<file path="config.mk">
export PLATFORM = sky130hd
export DESIGN_NAME = decode_stage
export DESIGN_NICKNAME = d
export VERILOG_FILES = /design/src/mips_pkg.sv /design/src/decode_stage.sv
export SDC_FILE = /design/constraint.sdc
export NUM_CORES = 2
export LEC_CHECK = 0
export ABC_AREA = 0
export BUFFER_PORTS_ARGS = -buffer_cell sky130_fd_sc_hd__buf_2
export CORE_ASPECT_RATIO = 1.4
export CORE_MARGIN = 5
export CORE_UTILIZATION = 56
export DETAILED_ROUTE_END_ITERATION = 7
export PLACE_DENSITY = 0.73
export SETUP_SLACK_MARGIN = 0.4
export SYNTH_ARGS = -nofsm -noshare
export SYNTH_HDL_FRONTEND = slang
export SYNTH_SLANG_ARGS = --single-unit
</file>
<file path="constraint.sdc">
create_clock -name clk -period 6 [get_ports clk]
set_input_delay 1.2 -clock clk [delete_from_list [all_inputs] [get_ports clk]]
set_output_delay 1.2 -clock clk [all_outputs]
set_load 0.02 [all_outputs]
</file>
<file path="src/mips_pkg.sv">
package mips_pkg;

    localparam int data_width = 32;

    // primary opcodes
    localparam logic [5:0] op_rtype = 6'h00;
    localparam logic [5:0] op_j = 6'h02;
    localparam logic [5:0] op_beq = 6'h04;
    localparam logic [5:0] op_bne = 6'h05;
    localparam logic [5:0] op_addiu = 6'h09;
    localparam logic [5:0] op_ori = 6'h0d;
    localparam logic [5:0] op_lui = 6'h0f;
    localparam logic [5:0] op_lw = 6'h23;
    localparam logic [5:0] op_sw = 6'h2b;

    // rtype function codes
    localparam logic [5:0] fn_syscall = 6'h0c;
    localparam logic [5:0] fn_addu = 6'h21;
    localparam logic [5:0] fn_subu = 6'h23;
    localparam logic [5:0] fn_and = 6'h24;
    localparam logic [5:0] fn_or = 6'h25;
    localparam logic [5:0] fn_slt = 6'h2a;

    typedef enum logic [2:0] {
        alu_add,
        alu_sub,
        alu_and,
        alu_or,
        alu_slt,
        alu_lui
    } alu_op_t;

    typedef enum logic [1:0] {
        fwd_none,
        fwd_mem,
        fwd_wb
    } fwd_sel_t;

    localparam logic [4:0] reg_v0 = 5'd2;
    localparam logic [4:0] reg_a0 = 5'd4;

    // syscall service numbers in v0
    localparam logic [data_width-1:0] sys_print = 32'd1;
    localparam logic [data_width-1:0] sys_exit = 32'd10;

endpackage

</file>
<file path="src/decode_stage.sv">
`timescale 1ns/1ps

module decode_stage (
    input  logic                            clk,
    input  logic                            reset,
    input  logic [mips_pkg::data_width-1:0] if_pc,
    input  logic [mips_pkg::data_width-1:0] if_ir,
    input  logic                            stall,
    input  logic                            flush_ex,
    input  logic                            halted,
    input  logic                            wb_we,
    input  logic [4:0]                      wb_rw,
    input  logic [mips_pkg::data_width-1:0] wb_data,
    input  logic                            mem_reg_we,
    input  logic [4:0]                      mem_rw,
    input  logic [mips_pkg::data_width-1:0] mem_result,
    output logic                            branch_taken,
    output logic [mips_pkg::data_width-1:0] branch_target,
    output logic [4:0]                      id_rs,
    output logic [4:0]                      id_rt,
    output logic                            id_uses_branch_regs,
    output logic [mips_pkg::data_width-1:0] v0_data,
    output logic [mips_pkg::data_width-1:0] a0_data,
    output logic [4:0]                      ex_rs,
    output logic [4:0]                      ex_rt,
    output logic [4:0]                      ex_rw,
    output logic [mips_pkg::data_width-1:0] ex_r1,
    output logic [mips_pkg::data_width-1:0] ex_r2,
    output logic [mips_pkg::data_width-1:0] ex_imm,
    output mips_pkg::alu_op_t               ex_alu_op,
    output logic                            ex_alu_src,
    output logic                            ex_reg_we,
    output logic                            ex_mem_read,
    output logic                            ex_mem_write,
    output logic                            ex_syscall
);
    import mips_pkg::*;

    logic [data_width-1:0] regs [32];
    logic [5:0]            op;
    logic [5:0]            funct;
    logic [4:0]            rd;
    logic [15:0]           imm16;
    logic [data_width-1:0] imm_sext;
    logic [data_width-1:0] r1;
    logic [data_width-1:0] r2;
    logic [data_width-1:0] b1;
    logic [data_width-1:0] b2;
    logic                  reg_we;
    logic                  rtype_dst;
    logic                  alu_src;
    logic                  zero_ext;
    logic                  mem_read;
    logic                  mem_write;
    logic                  syscall;
    logic                  is_beq;
    logic                  is_bne;
    logic                  is_j;
    alu_op_t               alu_op;

    assign op = if_ir[31:26];
    assign id_rs = if_ir[25:21];
    assign id_rt = if_ir[20:16];
    assign rd = if_ir[15:11];
    assign funct = if_ir[5:0];
    assign imm16 = if_ir[15:0];
    assign imm_sext = {{(data_width-16){imm16[15]}}, imm16};

    always_comb begin
        reg_we = 1'b0;
        rtype_dst = 1'b0;
        alu_src = 1'b0;
        zero_ext = 1'b0;
        mem_read = 1'b0;
        mem_write = 1'b0;
        syscall = 1'b0;
        is_beq = 1'b0;
        is_bne = 1'b0;
        is_j = 1'b0;
        alu_op = alu_add;
        case (op)
            op_rtype: begin
                rtype_dst = 1'b1;
                reg_we = funct inside {fn_addu, fn_subu, fn_and, fn_or, fn_slt};
                syscall = (funct == fn_syscall);
                case (funct)
                    fn_subu: alu_op = alu_sub;
                    fn_and:  alu_op = alu_and;
                    fn_or:   alu_op = alu_or;
                    fn_slt:  alu_op = alu_slt;
                    default: alu_op = alu_add;
                endcase
            end
            op_addiu: begin
                reg_we = 1'b1;
                alu_src = 1'b1;
            end
            op_ori: begin
                reg_we = 1'b1;
                alu_src = 1'b1;
                zero_ext = 1'b1;
                alu_op = alu_or;
            end
            op_lui: begin
                reg_we = 1'b1;
                alu_src = 1'b1;
                alu_op = alu_lui;
            end
            op_lw: begin
                reg_we = 1'b1;
                alu_src = 1'b1;
                mem_read = 1'b1;
            end
            op_sw: begin
                alu_src = 1'b1;
                mem_write = 1'b1;
            end
            op_beq:  is_beq = 1'b1;
            op_bne:  is_bne = 1'b1;
            op_j:    is_j = 1'b1;
            default: ;
        endcase
    end

    // register file, writeback value wins on a same-cycle read
    assign r1 = (wb_we && wb_rw != 5'd0 && wb_rw == id_rs) ? wb_data : regs[id_rs];
    assign r2 = (wb_we && wb_rw != 5'd0 && wb_rw == id_rt) ? wb_data : regs[id_rt];
    assign v0_data = regs[reg_v0];
    assign a0_data = regs[reg_a0];

    always_ff @(posedge clk) begin
        if (reset) begin
            for (int i = 0; i < 32; i++) begin
                regs[i] <= '0;
            end
        end else if (wb_we && wb_rw != 5'd0) begin
            regs[wb_rw] <= wb_data;
        end
    end

    // branch compare, producer in memory is taken from its result
    assign b1 = (mem_reg_we && mem_rw != 5'd0 && mem_rw == id_rs) ? mem_result : r1;
    assign b2 = (mem_reg_we && mem_rw != 5'd0 && mem_rw == id_rt) ? mem_result : r2;
    assign id_uses_branch_regs = is_beq || is_bne;
    assign branch_taken = !stall && (is_j || (is_beq && b1 == b2) || (is_bne && b1 != b2));
    assign branch_target = is_j ? {if_pc[data_width-1:28], if_ir[25:0], 2'b00}
                                : if_pc + 4 + {imm_sext[data_width-3:0], 2'b00};

    // ID/EX
    always_ff @(posedge clk) begin
        if (reset) begin
            ex_reg_we <= 1'b0;
            ex_mem_read <= 1'b0;
            ex_mem_write <= 1'b0;
            ex_syscall <= 1'b0;
        end else if (!halted) begin
            // stalled instruction leaves a bubble behind
            ex_reg_we <= reg_we && !flush_ex;
            ex_mem_read <= mem_read && !flush_ex;
            ex_mem_write <= mem_write && !flush_ex;
            ex_syscall <= syscall && !flush_ex;
        end
    end

    always_ff @(posedge clk) begin
        if (!halted) begin
            ex_rs <= id_rs;
            ex_rt <= id_rt;
            ex_rw <= rtype_dst ? rd : id_rt;
            ex_r1 <= r1;
            ex_r2 <= r2;
            ex_imm <= zero_ext ? {{(data_width-16){1'b0}}, imm16} : imm_sext;
            ex_alu_op <= alu_op;
            ex_alu_src <= alu_src;
        end
    end

    // $zero survives any writeback aimed at it
    assert property (@(posedge clk) disable iff (reset)
        wb_we && wb_rw == 5'd0 |=> regs[0] == '0);

endmodule

</file>
# Yosys cells after proc, flatten, opt, wreduce, memory -nomap -nowiden
# Memory sizes are Yosys's and may differ from the RTL's.
# Index checks and enable logic that the tools add are counted.
# totals
n_memories	1
rom_bits	0
ram_bits	1024
latchBits	0
out_inout_bits	227
ff_bits	104
# op_classes
add_sub_neg	2
mul	0
shift	0
n_reduce_logical	25
n_div	0
bitwise	0
mux	26
magnitude_cmp	0
n_eq_ne	20
# mem_list
memory	words	word_bits	rd	rd_ports_with_merged_regs	write_ports	line	rtl
regs	32	32	4	0	32	decode_stage.sv:39	logic [data_width-1:0] regs [32];
# op_table
op	n
2-to-1 mux 32 bit	6
== test 6 bit, second input constant	7
adder 32 x 3 -> 32 bit, second input constant	1
adder 32 bit	1
== test 32 bit	1
!= test 32 bit	1
OR reduction 32 bit	1
== test 6 x 4 -> 1 bit, second input constant	4
== test 5 bit	4
2-to-1 mux 1 bit	15
nonzero test 5 bit	3
logical AND 1 bit	13
== test 6 x 3 -> 1 bit, second input constant	2
one-hot mux 3 bit (4 select lines)	1
2-to-1 mux 5 bit	2
one-hot mux 3 bit (3 select lines)	1
== test 6 x 2 -> 1 bit, second input constant	1
logical NOT 6 bit	1
OR reduction 5 bit	1
OR reduction 4 bit	1
logical OR 1 bit	3
logical NOT 1 bit	2
one-hot mux 1 bit (2 select lines)	1

# Logic depth before layout (Yosys ltp)
# depth
depth_word	10
ltp_mapped	18

# Worst setup path after synthesis
# Ideal clock, no wire load.
# synth_path
kind	input port to output port
startpoint	in if_ir[0] in the netlist's numbering
endpoint	out branch_target[31] in the netlist's numbering
arrival_ns	4.853
n_path_buf	0
path_stages	18
path_slack_ns	-0.053
path_cell_list	inv_1 -> ha_1 -> inv_1 -> ha_1 -> inv_1 -> fa_1 -> nor2b_1 -> o21ai_0 -> a21boi_0 -> o21ai_1 -> a2111oi_0 -> o221ai_1 -> o211ai_1 -> a41o_1 -> nor4_1 -> o41ai_1 -> mux2i_1 -> xor2_1
# synth_between
elab_chain_len	2
# synth_lines
item	line	rtl
start: declaration	decode_stage.sv:7	input logic [mips_pkg::data_width-1:0] if_ir,
adder 32 bit	decode_stage.sv:147	: if_pc + 4 + {imm_sext[data_width-3:0], 2'b00};
2-to-1 mux 32 bit	decode_stage.sv:146	assign branch_target = is_j ? {if_pc[data_width-1:28], if_ir[25:0], 2'b00}
end: declaration	decode_stage.sv:18	output logic [mips_pkg::data_width-1:0] branch_target,
# Every way passes these cells.

# Final worst setup path
# layout_path
startpoint	in if_ir[18] in the netlist's numbering
endpoint	out branch_taken
# layout_between
elab_chain_len	9
word_cells_on_any_way	14
# layout_lines
item	line	rtl
parallel branches: the longest is 2 deep, another holds memory read (32 x 32 bit)	-	
2-to-1 mux 32 bit (*)	decode_stage.sv:127	assign r2 = (wb_we && wb_rw != 5'd0 && wb_rw == id_rt) ? wb_data : regs[id_rt];
via r2[30]	decode_stage.sv:46	logic [data_width-1:0] r2;
2-to-1 mux 32 bit (*)	decode_stage.sv:143	assign b2 = (mem_reg_we && mem_rw != 5'd0 && mem_rw == id_rt) ? mem_result : r2;
== test 32 bit	decode_stage.sv:145	assign branch_taken = !stall && (is_j || (is_beq && b1 == b2) || (is_bne && b1 != b2));
logical AND 1 bit	decode_stage.sv:145	
logical OR 1 bit	decode_stage.sv:145	
logical OR 1 bit (*)	decode_stage.sv:145	
logical AND 1 bit (*)	decode_stage.sv:145	
end: declaration	decode_stage.sv:17	output logic branch_taken,
# Mark *: on every way through the listed nets, which the timed path passes.

==> impl_metrics.py <==
metrics = {
    "logic_synthesis": {
        "post-synth-top-area-cell": "edfxtp_1",
        "synth_most_common_cell": "edfxtp_1",
        "yosys_warnings": 0,
        "synth_top_area_frac": 0.544,
        "synth_cells": 4234,
        "synth_area_um2": 62100,
        "synth-seq-cells": 1128,
        "ys.flop_type": "edfxtp_1",
        "yosysUniqueCellTypes": 75,
        "synth-async-reset-ratio": 0,
        "yosysSeqAreaShare": 0.545,
        "synth.cells.most_frequent": "edfxtp_1, nor3_1, mux4_2",
        "avgSynthCellArea_um2": 14.7,
        "synth_area_leaders": "edfxtp_1, mux4_2, nor3_1",
        "synth-edff-count": 1124,
    },
    "placed_design": {
        "place.gp.congestion": 0.943,
        "io_buffers": 371,
        "placedCellCount": 6022,
        "dp_slack_ns": -1.20,
        "hpwlAfterDp_mm": 145,
    },
    "critical_path": {
        "critPathMostFrequentCell": "buf_4",
        "cp_slowest_stage_delay_ns": 0.60,
        "rr_worst_depth": 7,
        "rrSetupSlack_ns": 3.41,
        "crit_type": "input pin to output port",
        "cp-start-kind": "input pin",
        "crit_chain": "buf_2 > inv_6 > buf_12 > buf_4 > mux2i_1 > buf_4 > mux4_2 > a21oi_2 > buf_4 > xnor2_1 > o22ai_1 > o22ai_2 > nor4_4 > o2111ai_4 > a21oi_2 > o21ai_4 > buf_6 > a21oi_2 > buf_4",
        "critPathSlowestCell": "mux4_2",
        "crit_fanout": 14,
        "required_ns": 4.80,
        "cp.arrival_ns": 5.20,
        "reg2reg_from": "regs[4][12]$_SDFFCE_PN0P_",
        "critical_path.startpoint": "if_ir[18]",
        "worst_r2r_endpoint": "ex_r1[12]$_DFFE_PN_",
        "crit_path_end_kind": "output port",
    },
    "timing": {
        "final_hold_viol_count": 0,
        "period_share": 1.07,
        "timing.fmax_mhz": 156,
        "final-max-slew-violation-count": 0,
        "finClkSkew_ns": 0.0373,
        "maxSlewHeadroom": 0.160,
        "hold_slack_ns": 0.525,
        "rsz0062_at_grt": "true",
        "worst_slack_ns": -0.403,
        "tightest_slew_ns": 1.26,
        "setup_viol": 2,
        "finalCriticalPeriod_ns": 6.40,
    },
    "route": {
        "wl_per_cell_um": 37.3,
        "wl_met2_mm": 108,
        "viasPerCell": 7.36,
        "num_vias": 46454,
        "wl_met3_mm": 32.8,
        "drtIter0Drc": 7640,
        "wirelength_met1_mm": 70.7,
        "drc": 2,
        "antenna_left": 0,
        "top_layer_used": "met5",
        "finalWirelength_mm": 235,
        "firstDrtPassIters": 8,
    },
    "pwr": {
        "power_frac_seq": 0.462,
        "p_sw_uw": 5740,
        "fin_total_pwr_uw": 20400,
        "p_leak_uw": 0.0257,
        "power.density_nw_per_um2": 278,
        "p_int_uw": 14700,
        "power_frac_clock": 0.335,
        "sw_frac_of_total": 0.281,
        "power_frac_comb": 0.203,
        "ir_worst_vdd_mv": 0.247,
    },
    "clocking": {
        "cts_max_path_buffers": 3,
        "cts_tree": "done",
        "clk_latency_ns": 0.73,
        "hold_buffers": 0,
        "cts.htree.levels": 3,
        "cts.clk_slew.worst_paths_ns": 0.06,
        "clockRootBuffer": "clkbuf_16",
        "cts-buffers-inserted": 104,
        "cts_sinks": 1128,
    },
    "floorplan": {
        "initial_core_util": 0.564,
        "io_pins": 372,
        "core_area_um2": 110000,
        "placement_rows": 144,
        "die_h_um": 404,
        "die_w_um": 291,
        "die_area_um2": 118000,
    },
    "finish": {
        "nFillCells": 7578,
        "final_nets": 4946,
        "layout.cells.non_filler": 6310,
        "regArea_um2": 33800,
        "multiInputGateArea_um2": 26500,
        "layout-drive-gt1-share": 0.372,
        "area_growth_pct": 18.4,
    },
    "grt": {
        "grt_pass1_wl_mm": 330,
        "antenna_found_initial": 21,
        "grt_max_degree": 163,
        "overflow": 0,
        "grt_pass1_vias": 46042,
        "track_usage": 0.391,
    },
    "status": {
        "violations": "design-rule violations, negative setup slack",
        "outcome": "complete, but fails checks",
    },
    "flow_run": {
        "maxCapViolCount": 0,
    },
    "worst_hold_path": {
        "hp-start": "ex_mem_read$_SDFFE_PP0N_",
        "whs_endpoint": "ex_mem_read$_SDFFE_PP0N_",
        "min_path_type": "flip-flop to flip-flop",
        "holdPathStages": 2,
    },
}
final cells by class:
| cell class | count | share of cell area |
|---|---|---|
| well taps | 1460 | 0.0249 |
| repair buffers | 874 | 0.102 |
| clock inverters | 68 | 0.00919 |
| clock buffers | 123 | 0.0371 |
| multi-input cells | 2538 | 0.360 |
| diodes | 22 | 0.000749 |
| inverters | 97 | 0.00509 |
| flip-flops and latches | 1128 | 0.460 |
worst max-delay path by stage:
stage | end | slack [ns] | cells past startpoint
finish | branch_taken | -0.40 | 19
floorplan | branch_target[31] | 0.38 | 16
detailed placement | branch_taken | -1.20 | 20
global route | branch_taken | -0.42 | 20
CTS | branch_taken | -0.28 | 20
global placement | branch_taken | -1.22 | 20
power by group through the flow:
stage	Sequential (uW)	Clock, uW	Combinational (uW)
2_1_floorplan	9590	0	2060
3_3_place_gp	9540	0	3690
3_5_place_dp	9580	0	3720
4_1_cts	9410	6780	3970
5_1_grt	9460	7130	4230
6_report	9430	6830	4150
cells in the final DEF (no fill, tap or decap), drive strengths merged, types with 8 or more instances in the layout:
cell type and n:
edfxtp 1124, buf 862, nor3 754, mux4 576
and2 254, mux2i 206, clkbuf 123, inv 100
nor2 82, ha 57, a21oi 54, o22ai 53
mux2 45, clkinv 45, nand2 43, xnor2 42
or2 36, xor2 33, conb 32, nor4 32
o21ai 31, a221oi 25, a21o 23, diode 22
o221a 22, nand3 16, bufbuf 12, bufinv 11
or3 11, clkinvlp 9, nor2b 9, nand3b 8
worst max-delay path, delay by kind of cell:
family / cells / cell delay (ns)
mux: 2 / 0.76
simple gates: 1 / 0.41
xor+xnor: 1 / 0.07
buf+inv: 8 / 1.56
compound gates: 7 / 1.16
repair_timing:
item,4_1_cts,5_1_grt
cloned,22,0
endpoints found under the hold margin,0,0
endpoints found under the setup margin,12,11
setup buffers,38,15
gates resized for setup,175,31
pin swaps,49,37
state kept, by name, summed over array words and instances (netlist names):
signal and count:
ex_imm 17, regs 1024, ex_rt 5, ex_mem_read 1, ex_rs 5, ex_mem_write 1, ex_r1 32, ex_alu_op 3
ex_alu_src 1, ex_reg_we 1, ex_r2 32, ex_syscall 1, ex_rw 5
per-layer routing:
layer,track usage,vias up
met4,0.298,8
met5,0,-
met3,0.107,1142
met2,0.606,4357
met1,0.469,22978
li1,-,17969
kinds of logic (layout without fill, tap and decap cells):
family,Yosys count,after routing,share of synthesized area
and+or+nand+nor,1279,1279,0.109
other,1,54,0.0000604
adders and majority gates,58,58,0.0118
AOI/OAI and AO/OA,267,267,0.0304
xor gates and xnor gates,75,75,0.0106
buffers and inverters,599,1162,0.0419
muxes,827,827,0.251
DFF,1128,1128,0.545
through the flow:
stage / TNS, ns / cell area [um^2] / utilization
after global routing: -0.777 / 73500 / 0.667
after floorplan: 0 / 62200 / -
final: -0.474 / 73500 / 0.668
after detailed placement: -1.47 / 67900 / 0.617
after CTS: -0.347 / 73200 / 0.665
after global placement: -1.33 / 67900 / 0.617
Power figures use the tool's default switching activity.
