<file path="src/mips_pkg.sv">
package mips_pkg;

    localparam int data_width = 32;

    // primary opcodes
    localparam logic [5:0] op_rtype = 6'h00;
    localparam logic [5:0] op_j = 6'h02;
    localparam logic [5:0] op_beq = 6'h04;
    localparam logic [5:0] op_bne = 6'h05;
    localparam logic [5:0] op_addiu = 6'h09;
    localparam logic [5:0] op_ori = 6'h0d;
    localparam logic [5:0] op_lui = 6'h0f;
    localparam logic [5:0] op_lw = 6'h23;
    localparam logic [5:0] op_sw = 6'h2b;

    // rtype function codes
    localparam logic [5:0] fn_syscall = 6'h0c;
    localparam logic [5:0] fn_addu = 6'h21;
    localparam logic [5:0] fn_subu = 6'h23;
    localparam logic [5:0] fn_and = 6'h24;
    localparam logic [5:0] fn_or = 6'h25;
    localparam logic [5:0] fn_slt = 6'h2a;

    typedef enum logic [2:0] {
        alu_add,
        alu_sub,
        alu_and,
        alu_or,
        alu_slt,
        alu_lui
    } alu_op_t;

    typedef enum logic [1:0] {
        fwd_none,
        fwd_mem,
        fwd_wb
    } fwd_sel_t;

    localparam logic [4:0] reg_v0 = 5'd2;
    localparam logic [4:0] reg_a0 = 5'd4;

    // syscall service numbers in v0
    localparam logic [data_width-1:0] sys_print = 32'd1;
    localparam logic [data_width-1:0] sys_exit = 32'd10;

endpackage

</file>
<file path="src/execute_stage.sv">
`timescale 1ns/1ps

module execute_stage (
    input  logic                            clk,
    input  logic                            reset,
    input  logic                            halted,
    input  mips_pkg::fwd_sel_t              fwd_a,
    input  mips_pkg::fwd_sel_t              fwd_b,
    input  logic [4:0]                      ex_rw,
    input  logic [mips_pkg::data_width-1:0] ex_r1,
    input  logic [mips_pkg::data_width-1:0] ex_r2,
    input  logic [mips_pkg::data_width-1:0] ex_imm,
    input  mips_pkg::alu_op_t               ex_alu_op,
    input  logic                            ex_alu_src,
    input  logic                            ex_reg_we,
    input  logic                            ex_mem_read,
    input  logic                            ex_mem_write,
    input  logic                            ex_syscall,
    input  logic [mips_pkg::data_width-1:0] wb_data,
    output logic [mips_pkg::data_width-1:0] mem_result,
    output logic [mips_pkg::data_width-1:0] mem_wdata,
    output logic [4:0]                      mem_rw,
    output logic                            mem_reg_we,
    output logic                            mem_mem_read,
    output logic                            mem_mem_write,
    output logic                            mem_syscall
);
    import mips_pkg::*;

    logic [data_width-1:0] a;
    logic [data_width-1:0] b_reg;
    logic [data_width-1:0] b;
    logic [data_width-1:0] result;

    function automatic logic [data_width-1:0] pick(fwd_sel_t sel,
                                                   logic [data_width-1:0] reg_val,
                                                   logic [data_width-1:0] mem_val,
                                                   logic [data_width-1:0] wb_val);
        case (sel)
            fwd_mem: return mem_val;
            fwd_wb:  return wb_val;
            default: return reg_val;
        endcase
    endfunction

    assign a = pick(fwd_a, ex_r1, mem_result, wb_data);
    assign b_reg = pick(fwd_b, ex_r2, mem_result, wb_data);
    assign b = ex_alu_src ? ex_imm : b_reg;

    always_comb begin
        case (ex_alu_op)
            alu_sub: result = a - b;
            alu_and: result = a & b;
            alu_or:  result = a | b;
            alu_slt: result = {{(data_width-1){1'b0}}, $signed(a) < $signed(b)};
            alu_lui: result = {b[15:0], 16'b0};
            default: result = a + b;
        endcase
    end

    // EX/MEM
    always_ff @(posedge clk) begin
        if (reset) begin
            mem_reg_we <= 1'b0;
            mem_mem_read <= 1'b0;
            mem_mem_write <= 1'b0;
            mem_syscall <= 1'b0;
        end else if (!halted) begin
            mem_reg_we <= ex_reg_we;
            mem_mem_read <= ex_mem_read;
            mem_mem_write <= ex_mem_write;
            mem_syscall <= ex_syscall;
        end
    end

    // store data is the forwarded rt value
    always_ff @(posedge clk) begin
        if (!halted) begin
            mem_result <= result;
            mem_wdata <= b_reg;
            mem_rw <= ex_rw;
        end
    end

    assert property (@(posedge clk) disable iff (reset)
        fwd_a inside {fwd_none, fwd_mem, fwd_wb} && fwd_b inside {fwd_none, fwd_mem, fwd_wb});

endmodule

</file>
<file path="config.mk">
export PLATFORM = sky130hd
export DESIGN_NAME = execute_stage
export DESIGN_NICKNAME = d
export VERILOG_FILES = /design/src/mips_pkg.sv /design/src/execute_stage.sv
export SDC_FILE = /design/constraint.sdc
export NUM_CORES = 1
export LEC_CHECK = 0
export ABC_AREA = 1
export BUFFER_PORTS_ARGS = -buffer_cell sky130_fd_sc_hd__buf_2
export CAP_MARGIN = 10
export CORE_MARGIN = 1
export CORE_UTILIZATION = 57
export DETAILED_ROUTE_END_ITERATION = 8
export MAX_ROUTING_LAYER = met4
export PLACE_DENSITY = 0.83
export SLEW_MARGIN = 20
export SYNTH_ARGS = -nofsm -noshare
export SYNTH_HDL_FRONTEND = slang
export SYNTH_SLANG_ARGS = --single-unit
</file>
<file path="constraint.sdc">
create_clock -name clk -period 4.1 [get_ports clk]
set_clock_uncertainty 0.1 [all_clocks]
set_input_delay 0.205 -clock clk [delete_from_list [all_inputs] [get_ports clk]]
set_output_delay 0.205 -clock clk [all_outputs]
set_load 0.005 [all_outputs]
</file>
# Yosys cells after proc, flatten, opt, wreduce, memory -nomap -nowiden
# Cells that the tools add are included.
dict set report totals {
  word_cells 25
  in_bits 148
  latch_bits 0
  mem_bits_ro 0
  mem_count 0
  ram_bits 0
  ff_bits 73
  output_inout_bits 73
}
dict set report classes {
  magnitude_cmp 1
  n_bitwise 2
  div 0
  reduce_logical 0
  n_eq_ne 9
  add_sub_neg 2
  mul 0
  shift 0
  muxes 4
}
# cell count
set op_table {}
lappend op_table {{$pmux W32 S5} 1}
lappend op_table {{$pmux W32 S2} 2}
lappend op_table {{$add A32 B32 Y32} 1}
lappend op_table {{$and A32 B32 Y32} 1}
lappend op_table {{$lt A32 B32 Y1} 1}
lappend op_table {{$mux W32} 1}
lappend op_table {{$or A32 B32 Y32} 1}
lappend op_table {{$sub A32 B32 Y32} 1}
lappend op_table {{$eq A3 B2 Y1 const B} 2}
lappend op_table {{$eq A3 B3 Y1 const B} 2}
lappend op_table {{$eq A2 B1 Y1 const B} 2}
lappend op_table {{$eq A2 B2 Y1 const B} 2}
lappend op_table {{$eq A3 B1 Y1 const B} 1}

# Longest topological paths before layout
# Gate-level depths: netlist of the first run.
dict set report depth {
  ltp_word 5
  depth_mapped 25
  depth_no_buf 23
}

# Worst setup path after synthesis of the first run
# No wires, ideal clock.
dict set report synth_timing {
  path_type {input-to-reg}
  from {input fwd_b[0]}
  to {register mem_result[9] (netlist name) (data pin)}
  setup_slack_ps 1114
  t_required_ps 3740
  setup_time_ps 260
  stages 19
  arrival_time_ps 2626
  path_buffers 2
  cell_sequence {inv_1 -> ha_1 -> inv_1 -> clkbuf_1 -> nor2_1 -> a21oi_1 -> nand2_1 -> nand2_1 -> inv_1 -> ha_1 -> buf_2 -> nand2_1 -> inv_1 -> nand2_1 -> nand2_1 -> nand3b_1 -> or2_2 -> nand3_1 -> nand3_1}
}
dict set report synth_between {
  elab_chain_cells 5
  elab_cells_between_ends 9
  cone_classes {add/sub: 2; eq/ne: 2; mux: 3; bitwise: 2}
}
# item line_no
set synth_rtl {}
lappend synth_rtl {{from (decl)} execute_stage.sv:8} ;# input mips_pkg::fwd_sel_t fwd_b,
lappend synth_rtl {{$eq A2 B2 Y1 or $eq A2 B1 Y1 (tied branches)} execute_stage.sv:39} ;# case (sel)
lappend synth_rtl {{$pmux W32 S2 (*)} execute_stage.sv:39}
lappend synth_rtl {{named net b_reg[7]} execute_stage.sv:31} ;# logic [data_width-1:0] b_reg;
lappend synth_rtl {{$mux W32 (*)} execute_stage.sv:48} ;# assign b = ex_alu_src ? ex_imm : b_reg;
lappend synth_rtl {{$add A32 B32 Y32 or $sub A32 B32 Y32 (tied branches)} {execute_stage.sv:57, execute_stage.sv:52}}
lappend synth_rtl {{$pmux W32 S5 (*)} execute_stage.sv:51} ;# case (ex_alu_op)
lappend synth_rtl {{named net result[9]} execute_stage.sv:33} ;# logic [data_width-1:0] result;
lappend synth_rtl {{to (signal assigned)} execute_stage.sv:79} ;# mem_result <= result;
lappend synth_rtl {{to (decl)} execute_stage.sv:20} ;# output logic [mips_pkg::data_width-1:0] mem_result,
# The timed path passes the listed nets; every way through them passes the cells marked *.
# A chain may end at the register's enable or synchronous reset.

# Worst setup path after layout of the first run
dict set report layout_timing {
  from {input fwd_b[0]}
  to {register mem_result[28] (netlist name) (data pin)}
}
dict set report layout_between {
  elab_chain_cells 5
  elab_cells_between_ends 9
  cone_classes {add/sub: 2; eq/ne: 2; mux: 3; bitwise: 2}
}
# item line_no
set layout_rtl {}
lappend layout_rtl {{$eq A2 B2 Y1 or $eq A2 B1 Y1 (tied branches)} execute_stage.sv:39}
lappend layout_rtl {{$pmux W32 S2 (*)} execute_stage.sv:39}
lappend layout_rtl {{$mux W32 (*)} execute_stage.sv:48}
lappend layout_rtl {{$add A32 B32 Y32 (tied with other cells)} execute_stage.sv:57} ;# default: result = a + b;
lappend layout_rtl {{$pmux W32 S5 (*)} execute_stage.sv:51}
lappend layout_rtl {{named net result[28]} execute_stage.sv:33}
# Marked as above.

==> implementation parameters, run 1 <==
Parameter                              Value

Synth
  Number of enable flip-flop cells after synthesis    69
  Fraction of synthesis flops using an asynchronous set or reset pin    0%
  Mean Syn Cell Area    6.07 um2
  Synthesis Warnings    0
  Post-synthesis sequential element count    73
  Dominant cell by count in the synthesized netlist    nand2_1
  Top flip-flop cell by instance count after synthesis    edfxtp_1
  Area contributors post-synth    edfxtp_1 21%, nand2_1 19%, ha_1 13%, inv_1 12%, a21oi_1 5.9%
  Share of the synthesized area in the top cell type    20.7%
  Distinct cell type count after synthesis    38
  Post-synthesis instance total    1,649
  Net Count, Synth    1,899
  Cell Area, Synth    0.0100 mm2
  Seq/Total Area, Yosys    21.5%
  Top post-synthesis cells by count    516 x nand2_1, 313 x inv_1, 117 x a21oi_1
  Cell type with the largest total area after synthesis    edfxtp_1

STA
  Total setup violations reported at the end of the flow    0
  Maximum clock frequency    0.275 GHz
  Post-route worst setup slack    0.460 ns
  Final TNS setup    0 ns
  Share of the cycle needed by the critical path after routing    88.8%
  Shortest clock period the worst path allows after layout    3.64 ns
  Hold violation total from the final report    0
  Pins Over Slew Limit    0
  RSZ-0062 raised after global routing    no
  Worst relative slew slack    21.8%
  Worst-margin pin slew    1.17 ns

Clock tree
  Quantity of gates resized following cts    0
  TritonCTS clock tree    done
  CTS sink cnt    73
  Clock Root Buffer    clkbuf_16
  Clock latency of the later-clocked register in the worst-skew pair    0.35 ns
  Number of CTS-inserted buffers    9
  Buffers from clock root to sink, at most    2
  CTS H-Tree Depth    3
  Clock-pin slew on the worst setup and hold paths    0.06 ns

Die
  Die span in y    135 um
  Total Die Area    0.0181 mm2
  Count of boundary I/O pins    221
  Number of rows in the core area    48
  Initial Util    58.1%
  Area of the core    0.0172 mm2
  Die outline width    135 um

Global route
  Global Route Usage Sum    47.4%
  Gr ovfl total    0
  Number of global-route vias before repair    11,046
  Initial antenna violation count    3
  First-pass GRT wire length    62.1 mm
  Pin count of the biggest net entering global routing    49

Placed design
  Weighted congestion at the end of routability-driven global placement    1.09
  I/O Buffers    220
  Worst slack, placed    0.206 ns
  Estimated wirelength of the detail-placed design    33.8 mm

Setup path
  Data required, critical path    4.07 ns
  Beginning of the critical path    fwd_b[0]
  Endpoint kind of the worst setup timing path    register
  Worst setup path class    in2reg
  Worst endpoint data arrival time    3.61 ns
  Worst reg2reg path endpoint    mem_result[28]
  Type of element launching the critical path    primary input
  Cells on worst reg2reg path    17
  Critical path capture point    mem_result[28]
  Worst setup slack for register-to-register paths    0.55 ns
  Maximum fanout encountered on the critical timing path    15
  Critical R2R Launch    mem_result[0]

Drt
  Average wire per cell in the routed design    20.3 um
  Vias/cell    5.92
  Number of detailed-routing iterations run before antenna repair    6
  Drc violations    0
  Total length of routed wires    42.2 mm
  Starting DRT DRC Count    1,745
  Vias after detailed routing    12,316
  Number of antenna-violating nets in the routed design    0

Layout
  Share of final-layout standard cells stronger than drive strength 1    15.7%
  Area overhead of the layout relative to synthesis    16.9%
  Final-stage net count    2,098

Flow run
  Maxcap violations    0

Pwr
  Worst-case vdd ir drop    0.216 mV
  P per Cell Area    381 mW/mm2
  Leakage dissipation    6.55 nW
  Final Power    4.46 mW

Outcome
  Run status    finished, final reports clean

Worst hold path
  Path class of the lowest-slack min-delay path    in2reg
## registers in the layout, summed over array words and instances, names as in the netlist
register       cells
mem_result        32
mem_reg_we         1
mem_rw             5
mem_wdata         32
mem_syscall        1
mem_mem_write      1
mem_mem_read       1
## worst max-delay path: stages
cell and delay (ns):
buf_2 0.09, inv_1 0.04, ha_1 0.32, inv_1 0.08, buf_4 0.22, o21ai_0 0.15
o21ai_0 0.54, ha_1 0.26, inv_1 0.14, fa_1 0.50, nand2_1 0.12, nand3_1 0.09
nand3_1 0.08, nand2_1 0.12, nand2_1 0.08, nand2_1 0.11, nand2_1 0.11, nand3_1 0.08
nand3_1 0.12, nand3_1 0.14
## stage by stage
stage	hold WS (ns)	instance area (um2)	instances	utilization (%)
after CTS	0.0115	11700	2078	67.8
after detailed placement	0.286	11300	2056	65.7
final	0.0103	11700	2081	67.9
after floorplan	0.174	10000	1649	-
after global placement	0.283	11300	2056	65.7
after global routing	0.00901	11700	2081	67.9
## cells by family (layout without fill, tap and decap cells)
family          count (synthesis)  in the layout  synth area share (%)
simple gates                  785            785                  32.3
buf+inv                       382            586                  14.8
fa+ha+maj                     102            102                  12.9
other cells                     0              3                     0
compound gates                299            299                  17.9
flops                          73             73                  21.5
xor+xnor                        8              8                 0.700
## layer usage
layer / track usage [%] / vias to the layer above / part of all wire (%) / routed length, um
li1: - / 5683 / - / -
met1: 61.2 / 5529 / 38 / 16100
met2: 70.6 / 965 / 43 / 18100
met3: 12.5 / 139 / 15 / 6230
met4: 18.7 / 0 / 4.2 / 1790
met5: - / - / 0 / 0
## cell usage in the layout (no fill, tap or decap), types with 3 or more instances in the layout
cell type,instances
nand2_1,516
inv_1,312
buf_2,220
a21oi_1,117
nand3_1,114
o21ai_0,110
nor2_1,108
ha_1,100
edfxtp_1,69
a221o_1,47
buf_4,25
nand4_1,11
nor3_1,9
nor2_2,9
clkbuf_16,9
o22ai_1,8
xor2_1,8
o2111ai_1,7
dlygate4sd3_1,6
nor3_2,5
inv_2,4
nand2_2,4
o21bai_1,4
dfxtp_1,4
diode_2,3
or2_2,3
clkinv_4,3
## how the worst min path moves through the flow
stage                       startpoint       endpoint  slack, ns  cells past startpoint
after floorplan                  reset   mem_mem_read       0.17                      1
after global placement        ex_rw[4]      mem_rw[4]       0.28                      1
after detailed placement      ex_rw[3]      mem_rw[3]       0.29                      1
after CTS                   ex_syscall    mem_syscall       0.01                      3
after global routing      ex_mem_write  mem_mem_write      0.009                      3
final                     ex_mem_write  mem_mem_write       0.01                      3
## power breakdown
group          internal, mW  leakage, nW  switching, mW
sequential            0.962        0.718         0.0912
clock                 0.475        0.143          0.361
combinational         0.810         5.69           1.76
## area by class of cell
type / count / area, um2
Multi-Input combinational cell: 1194 / 6380
Fill cell: 1624 / 5540
Sequential cell: 73 / 2150
Timing Repair Buffer: 253 / 1390
Inverter: 317 / 1190
Tap cell: 225 / 282
Clock buffer: 10 / 229
Clock inverter: 6 / 68.8
Antenna cell: 3 / 7.51
## repair_timing
item	in CTS	in global routing
hold buffers	6	0
hold endpoints to repair	9	0
endpoints found under the setup margin	0	0
setup buffers	0	0
Note: power is estimated with default switching activity, not from simulation.
==> run 2, diff against run 1 <==
Settings changed: BUFFER_PORTS_ARGS -buffer_cell sky130_fd_sc_hd__buf_2 to -buffer_cell sky130_fd_sc_hd__buf_4, HOLD_SLACK_MARGIN set to 0.08.
==> run 2 against run 1 <==
  * Routed wire length is 0.73% higher
  * Via count is 0.43% higher
  * Final cell count is 0.14% higher
  * Total power is 1.8% higher
  * Sequential share of layout area is 0.95 points lower
  * Critical path depth is 4 lower
  * Non-clock buffer count is 6 higher
  * Setup slack worse by 0.10 ns
  * Largest cell class unchanged
==> implementation parameters, run 2 (same netlist as run 1, synthesis figures left out) <==
Parameter                              Value

Worst hold path
  Origin of the worst min-delay path    ex_r2[30]
  Path class of the lowest-slack min-delay path    in2reg

Setup path
  Beginning of the critical path    fwd_b[0]
  Data required, critical path    4.09 ns
  Endpoint kind of the worst setup timing path    register
  Critical R2R Launch    mem_result[7]
  Worst setup path class    in2reg
  Type of element launching the critical path    primary input
  Worst endpoint data arrival time    3.73 ns
  Maximum fanout encountered on the critical timing path    18

Die
  Die outline width    135 um
  Die span in y    135 um
  Number of rows in the core area    48
  Count of boundary I/O pins    221
  Initial Util    58.1%
  Area of the core    0.0172 mm2
  Total Die Area    0.0181 mm2

Clock tree
  TritonCTS clock tree    done
  Clock-pin slew on the worst setup and hold paths    0.06 ns
  Clock Root Buffer    clkbuf_16
  Clock latency of the later-clocked register in the worst-skew pair    0.36 ns
  CTS sink cnt    73
  Number of CTS-inserted buffers    9
  Count of buffers added by post-CTS timing repair for setup    0
  Buffers from clock root to sink, at most    2
  CTS H-Tree Depth    3

STA
  Post-route worst setup slack    0.358 ns
  Worst relative slew slack    25.2%
  Shortest clock period the worst path allows after layout    3.74 ns
  Maximum clock frequency    0.267 GHz
  Total setup violations reported at the end of the flow    0
  Hold violation total from the final report    0
  Share of the cycle needed by the critical path after routing    91.3%
  RSZ-0062 raised after global routing    no
  Pins Over Slew Limit    0
  Worst-case hold slack    0.0877 ns
  Worst-margin pin slew    1.12 ns

Layout
  Commonest non-fill, non-tap cells in the layout    516 x nand2_1, 312 x inv_1, 236 x buf_4
  Top Registers    mem_result: 32 flops, mem_wdata: 32 flops, mem_rw: 5 flops
  ANT cells    0
  Share of final-layout standard cells stronger than drive strength 1    15.2%
  Fin area    0.0123 mm2
  Layout filler cell count    1,504
  Area overhead of the layout relative to synthesis    23.2%
  Cell Count, Final, Fillers Out    2,084
  Final-stage net count    2,104
  Most common library cell in the layout ignoring fill and taps    nand2_1

Pwr
  P per Cell Area    368 mW/mm2
  Final Power    4.54 mW
  Leakage dissipation    6.76 nW
  Worst-case vdd ir drop    0.245 mV

Global route
  Initial antenna violation count    0
  Gr ovfl total    0
  Global Route Usage Sum    47.6%
  First-pass GRT wire length    62.3 mm
  Pin count of the biggest net entering global routing    33
  Number of global-route vias before repair    11,138

Placed design
  Worst slack, placed    -0.0340 ns
  DP Area    0.0118 mm2
  I/O Buffers    220
  Placed Cells incl. Taps    2,048
  Weighted congestion at the end of routability-driven global placement    1.12
  Estimated wirelength of the detail-placed design    33.8 mm

Drt
  Total length of routed wires    42.5 mm
  Drc violations    0
  Starting DRT DRC Count    1,799
  Vias/cell    5.94
  Number of antenna-violating nets in the routed design    0
  Average wire per cell in the routed design    20.4 um
  Vias after detailed routing    12,369
  Number of detailed-routing iterations run before antenna repair    6

Outcome
  Run status    finished, final reports clean

Flow run
  Maxcap violations    0
[run 2: routing by layer]
layer / GRT usage, % / part of all wire, %
met1: 61.6 / 38
met2: 68.9 / 42
met3: 11.4 / 15
met4: 24.7 / 5.5
met5: - / 0
[run 2: worst max-delay path: stages]
cell and delay (ns):
buf_4 0.09, inv_1 0.04, ha_1 0.34, inv_1 0.36, buf_4 0.30, o21ai_0 0.15
o21ai_0 0.57, ha_1 0.47, o21ai_0 0.47, a21oi_1 0.14, nand2_1 0.14, a21oi_1 0.10
nand3_1 0.07, nand2_1 0.10, nand2_1 0.08, nand3_1 0.10
[run 2: worst paths after layout]
| kind | endpoint | slack, ns | cells after the start |
|---|---|---|---|
| max | mem_result[0] | 0.36 | 16 |
| min | mem_wdata[30] | 0.09 | 3 |
| max reg2reg | mem_result[20] | 0.58 | 15 |
| min reg2reg | mem_wdata[1] | 0.65 | 2 |
[run 2: area by class of cell]
type,instances,area (um2),area share [%]
clock buffers,10,229,1.86
clock inverters,6,67.6,0.548
inverters,317,1190,9.65
multi-input cells,1194,6380,51.7
flip-flops and latches,73,2150,17.5
well taps,225,282,2.28
repair buffers,259,2030,16.5
[run 2: power by group]
group,switching [mW],total (mW),internal (mW)
Combinational,1.73,2.63,0.894
Clock,0.372,0.847,0.475
Sequential,0.0977,1.06,0.962
[run 2: stage by stage]
stage,util (%),TNS [ns]
floorplan,-,0
global placement,68.7,-0.0290
detailed placement,68.7,-0.0340
CTS,71.5,0
global route,71.5,0
finish,71.5,0
[run 2: what timing repair did]
action / 4_1_cts / 5_1_grt
endpoints found under the setup margin: 0 / 1
gates resized for setup: 0 / 1
hold buffers: 20 / 0
hold endpoints to repair: 16 / 0
