<file path="config.mk">
export PLATFORM = sky130hd
export DESIGN_NAME = hazard_unit
export DESIGN_NICKNAME = d
export VERILOG_FILES = /design/src/mips_pkg.sv /design/src/hazard_unit.sv
export SDC_FILE = /design/constraint.sdc
export NUM_CORES = 1
export LEC_CHECK = 0
export ABC_AREA = 1
export BUFFER_PORTS_ARGS = -buffer_cell sky130_fd_sc_hd__buf_2
export CORE_MARGIN = 5
export CORE_UTILIZATION = 45
export DETAILED_ROUTE_END_ITERATION = 8
export PLACE_DENSITY = 0.95
export SYNTH_ARGS = -nofsm -noshare
export SYNTH_HDL_FRONTEND = slang
export SYNTH_SLANG_ARGS = --single-unit
</file>
<file path="constraint.sdc">
create_clock -name vclk -period 1.67
set_input_delay 0.334 -clock vclk [all_inputs]
set_output_delay 0.334 -clock vclk [all_outputs]
set_load 0.01 [all_outputs]
</file>
<file path="src/mips_pkg.sv">
package mips_pkg;

    localparam int data_width = 32;

    // primary opcodes
    localparam logic [5:0] op_rtype = 6'h00;
    localparam logic [5:0] op_j = 6'h02;
    localparam logic [5:0] op_beq = 6'h04;
    localparam logic [5:0] op_bne = 6'h05;
    localparam logic [5:0] op_addiu = 6'h09;
    localparam logic [5:0] op_ori = 6'h0d;
    localparam logic [5:0] op_lui = 6'h0f;
    localparam logic [5:0] op_lw = 6'h23;
    localparam logic [5:0] op_sw = 6'h2b;

    // rtype function codes
    localparam logic [5:0] fn_syscall = 6'h0c;
    localparam logic [5:0] fn_addu = 6'h21;
    localparam logic [5:0] fn_subu = 6'h23;
    localparam logic [5:0] fn_and = 6'h24;
    localparam logic [5:0] fn_or = 6'h25;
    localparam logic [5:0] fn_slt = 6'h2a;

    typedef enum logic [2:0] {
        alu_add,
        alu_sub,
        alu_and,
        alu_or,
        alu_slt,
        alu_lui
    } alu_op_t;

    typedef enum logic [1:0] {
        fwd_none,
        fwd_mem,
        fwd_wb
    } fwd_sel_t;

    localparam logic [4:0] reg_v0 = 5'd2;
    localparam logic [4:0] reg_a0 = 5'd4;

    // syscall service numbers in v0
    localparam logic [data_width-1:0] sys_print = 32'd1;
    localparam logic [data_width-1:0] sys_exit = 32'd10;

endpackage

</file>
<file path="src/hazard_unit.sv">
`timescale 1ns/1ps

module hazard_unit (
    input  logic               id_uses_branch_regs,
    input  logic [4:0]         id_rs,
    input  logic [4:0]         id_rt,
    input  logic [4:0]         ex_rs,
    input  logic [4:0]         ex_rt,
    input  logic [4:0]         ex_rw,
    input  logic               ex_reg_we,
    input  logic               ex_mem_read,
    input  logic [4:0]         mem_rw,
    input  logic               mem_reg_we,
    input  logic               mem_mem_read,
    input  logic [4:0]         wb_rw,
    input  logic               wb_we,
    output logic               stall,
    output logic               flush_ex,
    output mips_pkg::fwd_sel_t fwd_a,
    output mips_pkg::fwd_sel_t fwd_b
);
    import mips_pkg::*;

    logic load_use;
    logic branch_wait;

    // pending write to src, never for $zero
    function automatic logic hits(logic we, logic [4:0] dst, logic [4:0] src);
        return we && dst != 5'd0 && dst == src;
    endfunction

    // memory is younger, so it wins over writeback
    assign fwd_a = hits(mem_reg_we, mem_rw, ex_rs) ? fwd_mem
                 : hits(wb_we, wb_rw, ex_rs) ? fwd_wb : fwd_none;
    assign fwd_b = hits(mem_reg_we, mem_rw, ex_rt) ? fwd_mem
                 : hits(wb_we, wb_rw, ex_rt) ? fwd_wb : fwd_none;

    assign load_use = hits(ex_mem_read, ex_rw, id_rs) || hits(ex_mem_read, ex_rw, id_rt);

    // branch compares in decode, so an ALU result in execute or a load in memory is too late
    assign branch_wait = id_uses_branch_regs
        && (hits(ex_reg_we, ex_rw, id_rs) || hits(ex_reg_we, ex_rw, id_rt)
            || hits(mem_mem_read, mem_rw, id_rs) || hits(mem_mem_read, mem_rw, id_rt));

    assign stall = load_use || branch_wait;
    assign flush_ex = stall;

endmodule

</file>
After elaboration in Yosys (flattened, before gate mapping)
Index checks and enable logic that the tools add are counted.
Word-level totals
  register bits after elaboration: 0
  latch bits: 0
  bits in writable memories: 0
  memory bits (read-only): 0
  input port bits: 41
  output and inout port bits: 6
  word-level logic and storage cells: 36
  memories: 0
Operators by class
  add/subtract/negate cells: 0
  $mul: 0
  div/mod/pow operators: 0
  order comparisons: 0
  eq/ne operators: 8
  shift operators: 0
  multiplexer cells: 4
  bitwise gates (word level): 0
  reduce and logical (&&, ||, !) cells: 24
Operator list (count)
  $eq 5x5->1: 8
  $logic_and 1x1->1: 16
  $reduce_bool 5->1: 3
  $mux 2: 4
  $logic_or 1x1->1: 5

Logic depth before layout (Yosys ltp)
Gate-level depths: netlist (run 1).
  word-level depth: 8
  mapped depth: 10
  mapped depth without buffers: 8

Worst setup path after synthesis (run 1)
No wires, ideal clock.
  path kind: input-to-output
  from: input mem_rw[4]
  to: output stall
  data arrival time: 1.103 ns
  data required time: 1.336 ns
  setup slack: 0.233 ns
  stages on the path: 8
  path buffers: 2
  cells stage by stage: buf_2 nor2_1 nand4_2 nand3_1 inv_1 nand2_1 nand2_1 buf_4
On the way
  longest elaborated chain between the ends: 7
  elaborated cells on any way between the ends: 10
  those cells by class: eq/ne: 2; reduce/logical: 8
Ends and longest elaborated chain
  start, declared: RTL line hazard_unit.sv:12  | input logic [4:0] mem_rw,
  $reduce_bool 5->1: RTL line hazard_unit.sv:29  | return we && dst != 5'd0 && dst == src;
  $logic_and 1x1->1 (2 in series): RTL line hazard_unit.sv:29
  $logic_or 1x1->1: RTL line hazard_unit.sv:43  | || hits(mem_mem_read, mem_rw, id_rs) || hits(mem_mem_read, mem_rw, id_rt));
  $logic_or 1x1->1 (*): RTL line hazard_unit.sv:43
  $logic_and 1x1->1 (*): RTL line hazard_unit.sv:42  | && (hits(ex_reg_we, ex_rw, id_rs) || hits(ex_reg_we, ex_rw, id_rt)
  $logic_or 1x1->1 (*): RTL line hazard_unit.sv:45  | assign stall = load_use || branch_wait;
  end, declared: RTL line hazard_unit.sv:17  | output logic stall,
Mark *: on every way between the ends. The rest lies on a longest branch, timed or not.

Worst setup path in the final report (run 1)
  from: input mem_rw[3]
  to: output flush_ex
On the way
  longest elaborated chain between the ends: 7
  elaborated cells on any way between the ends: 10
  those cells by class: eq/ne: 2; reduce/logical: 8
Ends and longest elaborated chain
  $reduce_bool 5->1: RTL line hazard_unit.sv:29
  $logic_and 1x1->1 (2 in series): RTL line hazard_unit.sv:29
  $logic_or 1x1->1: RTL line hazard_unit.sv:43
  $logic_or 1x1->1 (*): RTL line hazard_unit.sv:43
  $logic_and 1x1->1 (*): RTL line hazard_unit.sv:42
  $logic_or 1x1->1 (*): RTL line hazard_unit.sv:45
  end, declared: RTL line hazard_unit.sv:18  | output logic flush_ex,
Marked as above.

==> results of run 1 <==
final cells by class:
type                       instances  area, µm²
inverter                          21       78.8
multi-input combinational        115        599
timing repair buffer              47        235
tap                               16       20.0
fill                             164        556
routing by layer:
metal / GRT usage / up-vias / share of wire
met5: 0 / - / 0
met4: 0 / 0 / 0
met3: 0.0183 / 0 / 0.096
met2: 0.273 / 37 / 0.50
met1: 0.174 / 411 / 0.40
li1: - / 501 / -
per-stage QoR:
step	worst slack [ns]	utilization	power (mW)
detailed placement	0.197	0.627	0.227
global placement	0.208	0.627	0.218
CTS	0.190	0.627	0.228
global route	0.0543	0.627	0.253
floorplan	0.233	-	0.132
finish	0.176	0.627	0.225
path summary, 6_finish.rpt:
path | startpoint | slack, ns | to
hold / removal | mem_reg_we | 1.03 | fwd_a[0]
setup / recovery | mem_rw[3] | 0.18 | flush_ex
worst max-delay path, cell delays in order:
cell and delay, ns:
buf_2 0.15, inv_2 0.06, nand2_1 0.06, nand2_1 0.05, nor2_1 0.11, nand3_1 0.08
nand2_1 0.07, nand2_1 0.05, nand2_1 0.07, buf_2 0.13
cell usage in the layout (no fill, tap or decap), drive strengths merged:
cell,instances
nand2,57
buf,47
inv,21
xnor2,18
nor2,17
nand3,8
xor2,7
nor3,4
nand4,1
o21ai,1
a21oi,1
o21bai,1
power groups by stage:
stage / clock network, mW / logic [mW] / registers, mW
3_5_place_dp: 0 / 0.227 / 0
5_1_grt: 0 / 0.253 / 0
4_1_cts: 0 / 0.228 / 0
3_3_place_gp: 0 / 0.218 / 0
6_report: 0 / 0.225 / 0
2_1_floorplan: 0 / 0.132 / 0
kinds of logic (layout without fill, tap and decap cells):
| group | count (synthesis) | after routing | share of synthesized area |
|---|---|---|---|
| buffers and inverters | 24 | 68 | 0.139 |
| and+or+nand+nor | 87 | 87 | 0.522 |
| AOI/OAI and AO/OA | 3 | 3 | 0.0252 |
| xor gates and xnor gates | 25 | 25 | 0.315 |
==> results.py, run 1 <==
metrics = {
    "finish": {
        "seq_area_um2": 0,
        "num-nets-final": 226,
        "areaGrowthSynthToFinish_pct": 34.2,
        "nFlopsAndLatches": 0,
        "instances_no_fill": 199,
        "drive_above_1_share": 0.306,
        "clockBufferCount": 0,
        "antennaDiodeCount": 0,
        "design_area_um2": 933,
    },
    "power": {
        "peakVddDrop_mv": 0.120,
        "clkPwrFrac": 0,
        "power_frac_seq": 0,
        "p_int_mw": 0.106,
        "power_frac_comb": 1.000,
        "powerDensity_mw_per_mm2": 241,
        "power.leakage_nw": 0.590,
        "swShare": 0.529,
        "switching_power_mw": 0.119,
    },
    "die": {
        "io_pins": 47,
        "dieArea_mm2": 0.00243,
        "start_util": 0.467,
        "coreArea_mm2": 0.00149,
        "rows": 14,
        "die_h_um": 49.3,
        "dieWidth_um": 49.3,
    },
    "grt": {
        "grt_max_degree": 7,
        "grt_pass1_vias": 808,
        "antenna_found_initial": 0,
        "grt_pass1_wl_um": 3020,
        "track_usage": 0.142,
        "overflow": 0,
    },
    "routing": {
        "avgRoutedWirePerCell_um": 9.62,
        "wl_um": 1920,
        "num_vias": 949,
        "first_pass_iters": 5,
        "drt_iter0_drc": 6,
        "ant_nets": 0,
        "route.detailed.drc": 0,
        "viasPerCell": 4.77,
    },
    "timing": {
        "setup_viol": 0,
        "final.period_utilization": 0.895,
        "hold_slack_ns": 1.03,
        "slew_violations": 0,
        "relSlewSlack": 0.887,
        "finalSetupTns_ns": 0,
        "hold_viol": 0,
        "grt_setup_unrepaired": "no",
        "fin_crit_ns": 1.49,
        "worstMarginPinSlew_ns": 0.168,
        "max_freq_mhz": 669,
    },
    "critical_path": {
        "arrival_ns": 1.16,
        "worstSetupStartpointType": "input port",
        "path_class": "in -> out",
        "crit_fanout": 5,
        "required_ns": 1.34,
        "cp-end-kind": "output pin",
    },
    "yosys": {
        "synthTopCellsByCount": "nand2_1 (56), xnor2_1 (18), nor2_1 (17), inv_1 (16), nand3_1 (8)",
        "synth.area.top_cells": "nand2_1 (30%), xnor2_1 (23%), nor2_1 (9.2%)",
        "yosysUniqueCellTypes": 16,
        "seq_area_frac_synth": 0,
        "synth_nets": 180,
        "synthCells": 139,
        "synth_top_area_frac": 0.302,
        "syn_area_per_cell_um2": 5.00,
        "synth_most_common_cell": "nand2_1",
        "syn-cell-area_um2": 696,
        "yosysWarnings": 0,
        "yosysTopAreaCell": "nand2_1",
    },
    "clocking": {
        "cts_resized": 0,
        "cts_setup_buffers": 0,
        "hold_buffers": 0,
    },
    "place": {
        "place_inst": 199,
        "hpwl_um": 1800,
        "io_buffers": 47,
        "place_area_um2": 933,
        "gp_congestion": 0.795,
    },
    "hold_path": {
        "worstHoldPathType": "in -> out",
        "holdPathStages": 4,
    },
    "outcome": {
        "status": "finished, final reports clean",
    },
    "run": {
        "drv_cap": 0,
    },
}
No activity file was read; power rests on OpenSTA's default activity.
==> run 2: changes to the inputs <==
--- a/config.mk
+++ b/config.mk
@@ -6,11 +6,12 @@
 export NUM_CORES = 1
 export LEC_CHECK = 0
 export ABC_AREA = 1
-export BUFFER_PORTS_ARGS = -buffer_cell sky130_fd_sc_hd__buf_2
+export CAP_MARGIN = 0
 export CORE_MARGIN = 5
 export CORE_UTILIZATION = 45
 export DETAILED_ROUTE_END_ITERATION = 8
-export PLACE_DENSITY = 0.95
+export DONT_BUFFER_PORTS = 1
+export PLACE_DENSITY = 0.71
 export SYNTH_ARGS = -nofsm -noshare
 export SYNTH_HDL_FRONTEND = slang
 export SYNTH_SLANG_ARGS = --single-unit
==> results.py, run 2 (synthesis gave the netlist of run 1 again) <==
metrics = {
    "timing": {
        "setup_slack_ns": 0.361,
        "grt_setup_unrepaired": "no",
        "final.period_utilization": 0.784,
        "hold_slack_ns": 0.803,
        "fin_crit_ns": 1.31,
        "setup_viol": 0,
        "hold_viol": 0,
        "slew_violations": 0,
        "worstMarginPinSlew_ns": 0.288,
        "relSlewSlack": 0.807,
        "max_freq_mhz": 764,
        "finalSetupTns_ns": 0,
    },
    "hold_path": {
        "hold_end": "fwd_b[0]",
        "min-delay-start": "mem_reg_we",
        "holdPathStages": 2,
        "worstHoldPathType": "in -> out",
    },
    "place": {
        "gp_congestion": 0.776,
        "io_buffers": 0,
        "dp_slack_ns": 0.346,
        "hpwl_um": 1600,
    },
    "critical_path": {
        "required_ns": 1.34,
        "path_class": "in -> out",
        "path_cells": "xnor2_1, nand2_1, nor3_2, nor2_1",
        "arrival_ns": 0.98,
        "worstSetupStartpointType": "input port",
        "cp-end-kind": "output pin",
        "cp_slowest_cell": "nor3_2",
        "cpPeakStageDelay_ns": 0.30,
        "crit_fanout": 5,
    },
    "routing": {
        "ant_nets": 0,
        "viasPerCell": 4.89,
        "first_pass_iters": 4,
        "num_vias": 744,
        "wl_um": 1710,
        "route.detailed.drc": 0,
        "drt_iter0_drc": 9,
        "avgRoutedWirePerCell_um": 11.2,
    },
    "clocking": {
        "cts_resized": 0,
        "cts_setup_buffers": 0,
        "hold_buffers": 0,
    },
    "die": {
        "io_pins": 47,
        "dieArea_mm2": 0.00243,
        "dieWidth_um": 49.3,
        "start_util": 0.467,
        "die_h_um": 49.3,
        "coreArea_mm2": 0.00149,
        "rows": 14,
    },
    "power": {
        "peakVddDrop_mv": 0.0776,
        "power.leakage_nw": 0.395,
        "powerDensity_mw_per_mm2": 201,
    },
    "grt": {
        "track_usage": 0.135,
        "antenna_found_initial": 0,
        "grt_pass1_vias": 722,
        "grt_max_degree": 7,
        "overflow": 0,
        "grt_pass1_wl_um": 2840,
    },
    "finish": {
        "seq_area_um2": 0,
        "drive_above_1_share": 0.0662,
        "areaGrowthSynthToFinish_pct": 0.360,
        "post-route-util": 0.469,
        "antennaDiodeCount": 0,
        "num-nets-final": 179,
        "final_common_cell": "nand2_1",
        "mostFrequentLayoutCells": "nand2_1 (56), xnor2_1 (18), nor2_1 (17)",
        "nFlopsAndLatches": 0,
        "clockBufferCount": 0,
    },
    "run": {
        "drv_cap": 0,
    },
    "outcome": {
        "status": "finished, final reports clean",
    },
}
run 2: final cells by class:
type                       instances  area (µm²)
fill                             164         791
inverter                          21        78.8
multi-input combinational        115         599
tap                               16        20.0
run 2: where the power goes:
group	internal, mW	switching (mW)
Clock	0	0
Combinational	0.0720	0.0682
Sequential	0	0
run 2: worst max-delay path: cells and delay by family:
family / cells / cell delay (ns)
simple gates: 3 / 0.51
xor+xnor: 1 / 0.14
run 2: stage by stage:
step	power (mW)	area, µm²	instances
floorplan	0.132	696	139
global placement	0.138	698	152
detailed placement	0.142	698	152
CTS	0.142	698	152
global route	0.163	698	152
finish	0.140	698	152
run 2: metal layers:
layer	track usage	wire (µm)	up-vias
met5	0	0	-
met4	0	0	0
met3	0.0489	223	0
met2	0.240	827	34
met1	0.161	656	304
li1	-	-	406
run 2: worst max-delay path by stage:
stage               startpoint  endpoint  slack (ns)
finish               mem_rw[3]  fwd_a[1]        0.36
global route          ex_rt[2]  fwd_b[1]        0.25
CTS                  mem_rw[2]  fwd_a[1]        0.35
detailed placement   mem_rw[2]  fwd_a[1]        0.35
global placement     mem_rw[2]  fwd_a[1]        0.35
floorplan            mem_rw[4]     stall        0.23
==> run 3: changes to the inputs <==
--- a/config.mk
+++ b/config.mk
@@ -5,7 +5,7 @@
 export SDC_FILE = /design/constraint.sdc
 export NUM_CORES = 1
 export LEC_CHECK = 0
-export ABC_AREA = 1
+export ABC_AREA = 0
 export CAP_MARGIN = 0
 export CORE_MARGIN = 5
 export CORE_UTILIZATION = 45
==> constraint.sdc (replaced) <==
create_clock -name vclk -period 1.3
set_input_delay 0.26 -clock vclk [all_inputs]
set_output_delay 0.26 -clock vclk [all_outputs]
set_load 0.01 [all_outputs]
==> results.py, run 3 <==
metrics = {
    "finish": {
        "post-route-util": 0.492,
        "drive_above_1_share": 0.183,
        "seq_area_um2": 0,
        "nFlopsAndLatches": 0,
        "design_area_um2": 624,
        "final_common_cell": "xor2_1",
        "areaGrowthSynthToFinish_pct": 6.85,
        "mostFrequentLayoutCells": "xor2_1 (33), xnor2_1 (6), nor2_1 (5)",
        "num-nets-final": 114,
        "antennaDiodeCount": 0,
        "clockBufferCount": 0,
        "instances_no_fill": 86,
    },
    "power": {
        "p_total_mw": 0.153,
        "powerDensity_mw_per_mm2": 245,
        "switching_power_mw": 0.0669,
        "clkPwrFrac": 0,
        "power_frac_comb": 1.000,
        "power_frac_seq": 0,
        "peakVddDrop_mv": 0.0893,
        "swShare": 0.437,
        "p_int_mw": 0.0862,
        "power.leakage_nw": 0.219,
    },
    "timing": {
        "worstMarginPinSlew_ns": 0.420,
        "final.period_utilization": 1.24,
        "grt_setup_unrepaired": "yes",
        "max_freq_mhz": 620,
        "fin_crit_ns": 1.61,
        "setup_slack_ns": -0.313,
        "slew_violations": 0,
        "relSlewSlack": 0.718,
        "hold_viol": 0,
        "setup_viol": 6,
    },
    "hold_path": {
        "worstHoldPathType": "in -> out",
    },
    "die": {
        "io_pins": 47,
        "dieWidth_um": 46.0,
        "rows": 13,
        "coreArea_mm2": 0.00127,
        "dieArea_mm2": 0.00212,
        "start_util": 0.461,
        "die_h_um": 46.0,
    },
    "critical_path": {
        "cpLargestDelayFamily": "simple AND/OR/NAND/NOR gates",
        "cp-end-kind": "output pin",
        "cpPeakStageDelay_ns": 0.53,
        "path_class": "in -> out",
        "path_cells": "xor2_1, or4_1, nor4_2, buf_4",
        "cp_slowest_cell": "or4_1",
        "arrival_ns": 1.35,
        "worstSetupStartpointType": "input port",
        "required_ns": 1.04,
        "path_buf_inv": 1,
        "crit_fanout": 3,
    },
    "run": {
        "drv_cap": 0,
    },
    "yosys": {
        "synth.area.top_cells": "xor2_1 (51%), xnor2_1 (9.0%), nor4_2 (8.6%)",
        "yosysUniqueCellTypes": 18,
        "yosysTopAreaCell": "xor2_1",
        "synth_top_area_frac": 0.510,
        "syn-cell-area_um2": 584,
        "yosysWarnings": 0,
        "synth_nets": 114,
        "synth_most_common_cell": "xor2_1",
        "seq_area_frac_synth": 0,
        "syn_area_per_cell_um2": 8.00,
        "synthCells": 73,
        "synthTopCellsByCount": "xor2_1 (34), xnor2_1 (6), nor2_1 (5)",
    },
    "place": {
        "place_area_um2": 604,
        "place_inst": 86,
        "hpwl_um": 1300,
        "gp_congestion": 0.753,
        "io_buffers": 0,
    },
    "grt": {
        "overflow": 0,
        "grt_max_degree": 7,
        "grt_pass1_vias": 495,
        "track_usage": 0.136,
        "grt_pass1_wl_um": 2190,
        "antenna_found_initial": 0,
    },
    "routing": {
        "viasPerCell": 5.59,
        "ant_nets": 0,
        "avgRoutedWirePerCell_um": 18.0,
        "drt_iter0_drc": 3,
        "wl_um": 1540,
        "first_pass_iters": 4,
        "num_vias": 481,
        "route.detailed.drc": 0,
    },
    "outcome": {
        "status": "complete, but fails checks",
        "violations": "setup timing",
    },
    "clocking": {
        "cts_setup_buffers": 0,
        "hold_buffers": 0,
    },
}
[run 3: timing repair]
action                                 CTS  global route
pin swaps                                4             1
endpoints found under the hold margin    0             0
setup endpoints to repair                6             6
resized for setup                        2             2
[run 3: kinds of logic after synthesis]
logic type | after synthesis | share of synthesized area
AOI/OAI and AO/OA | 7 | 0.0985
xor gates and xnor gates | 40 | 0.600
buffers and inverters | 6 | 0.0621
and+or+nand+nor | 20 | 0.240
[run 3: per-layer routing]
layer  global-route usage  vias up  routed length [µm]
li1                     -      245                   -
met3               0.0356        2                 137
met2                0.247       18                 848
met4               0.0170        0                  20
met5                    0        -                   0
met1                0.161      216                 539
[run 3: cell type report]
| type | count | area (µm²) |
|---|---|---|
| Multi-Input combinational cell | 67 | 576 |
| Timing Repair Buffer | 4 | 30.0 |
| Tap cell | 15 | 18.8 |
| Fill cell | 126 | 644 |
[run 3: per-stage QoR]
stage	TNS (ns)	setup WS [ns]	hold slack, ns
floorplan	-1.46	-0.355	0.626
global placement	-1.44	-0.326	0.753
detailed placement	-1.46	-0.334	0.752
CTS	-1.40	-0.314	0.768
global route	-1.63	-0.331	0.775
finish	-1.40	-0.313	0.764
[run 3: final timing paths]
kind / startpoint / end / slack [ns] / depth (start not counted)
worst max-delay path: wb_rw[1] / fwd_b[1] / -0.31 / 4
worst min-delay path: mem_reg_we / fwd_b[0] / 0.76 / 3
[run 3: power groups by stage]
stage | clock (mW) | combinational [mW] | sequential (mW)
final | 0 | 0.153 | 0
after global routing | 0 | 0.167 | 0
after CTS | 0 | 0.149 | 0
after detailed placement | 0 | 0.142 | 0
after global placement | 0 | 0.138 | 0
after floorplan | 0 | 0.150 | 0
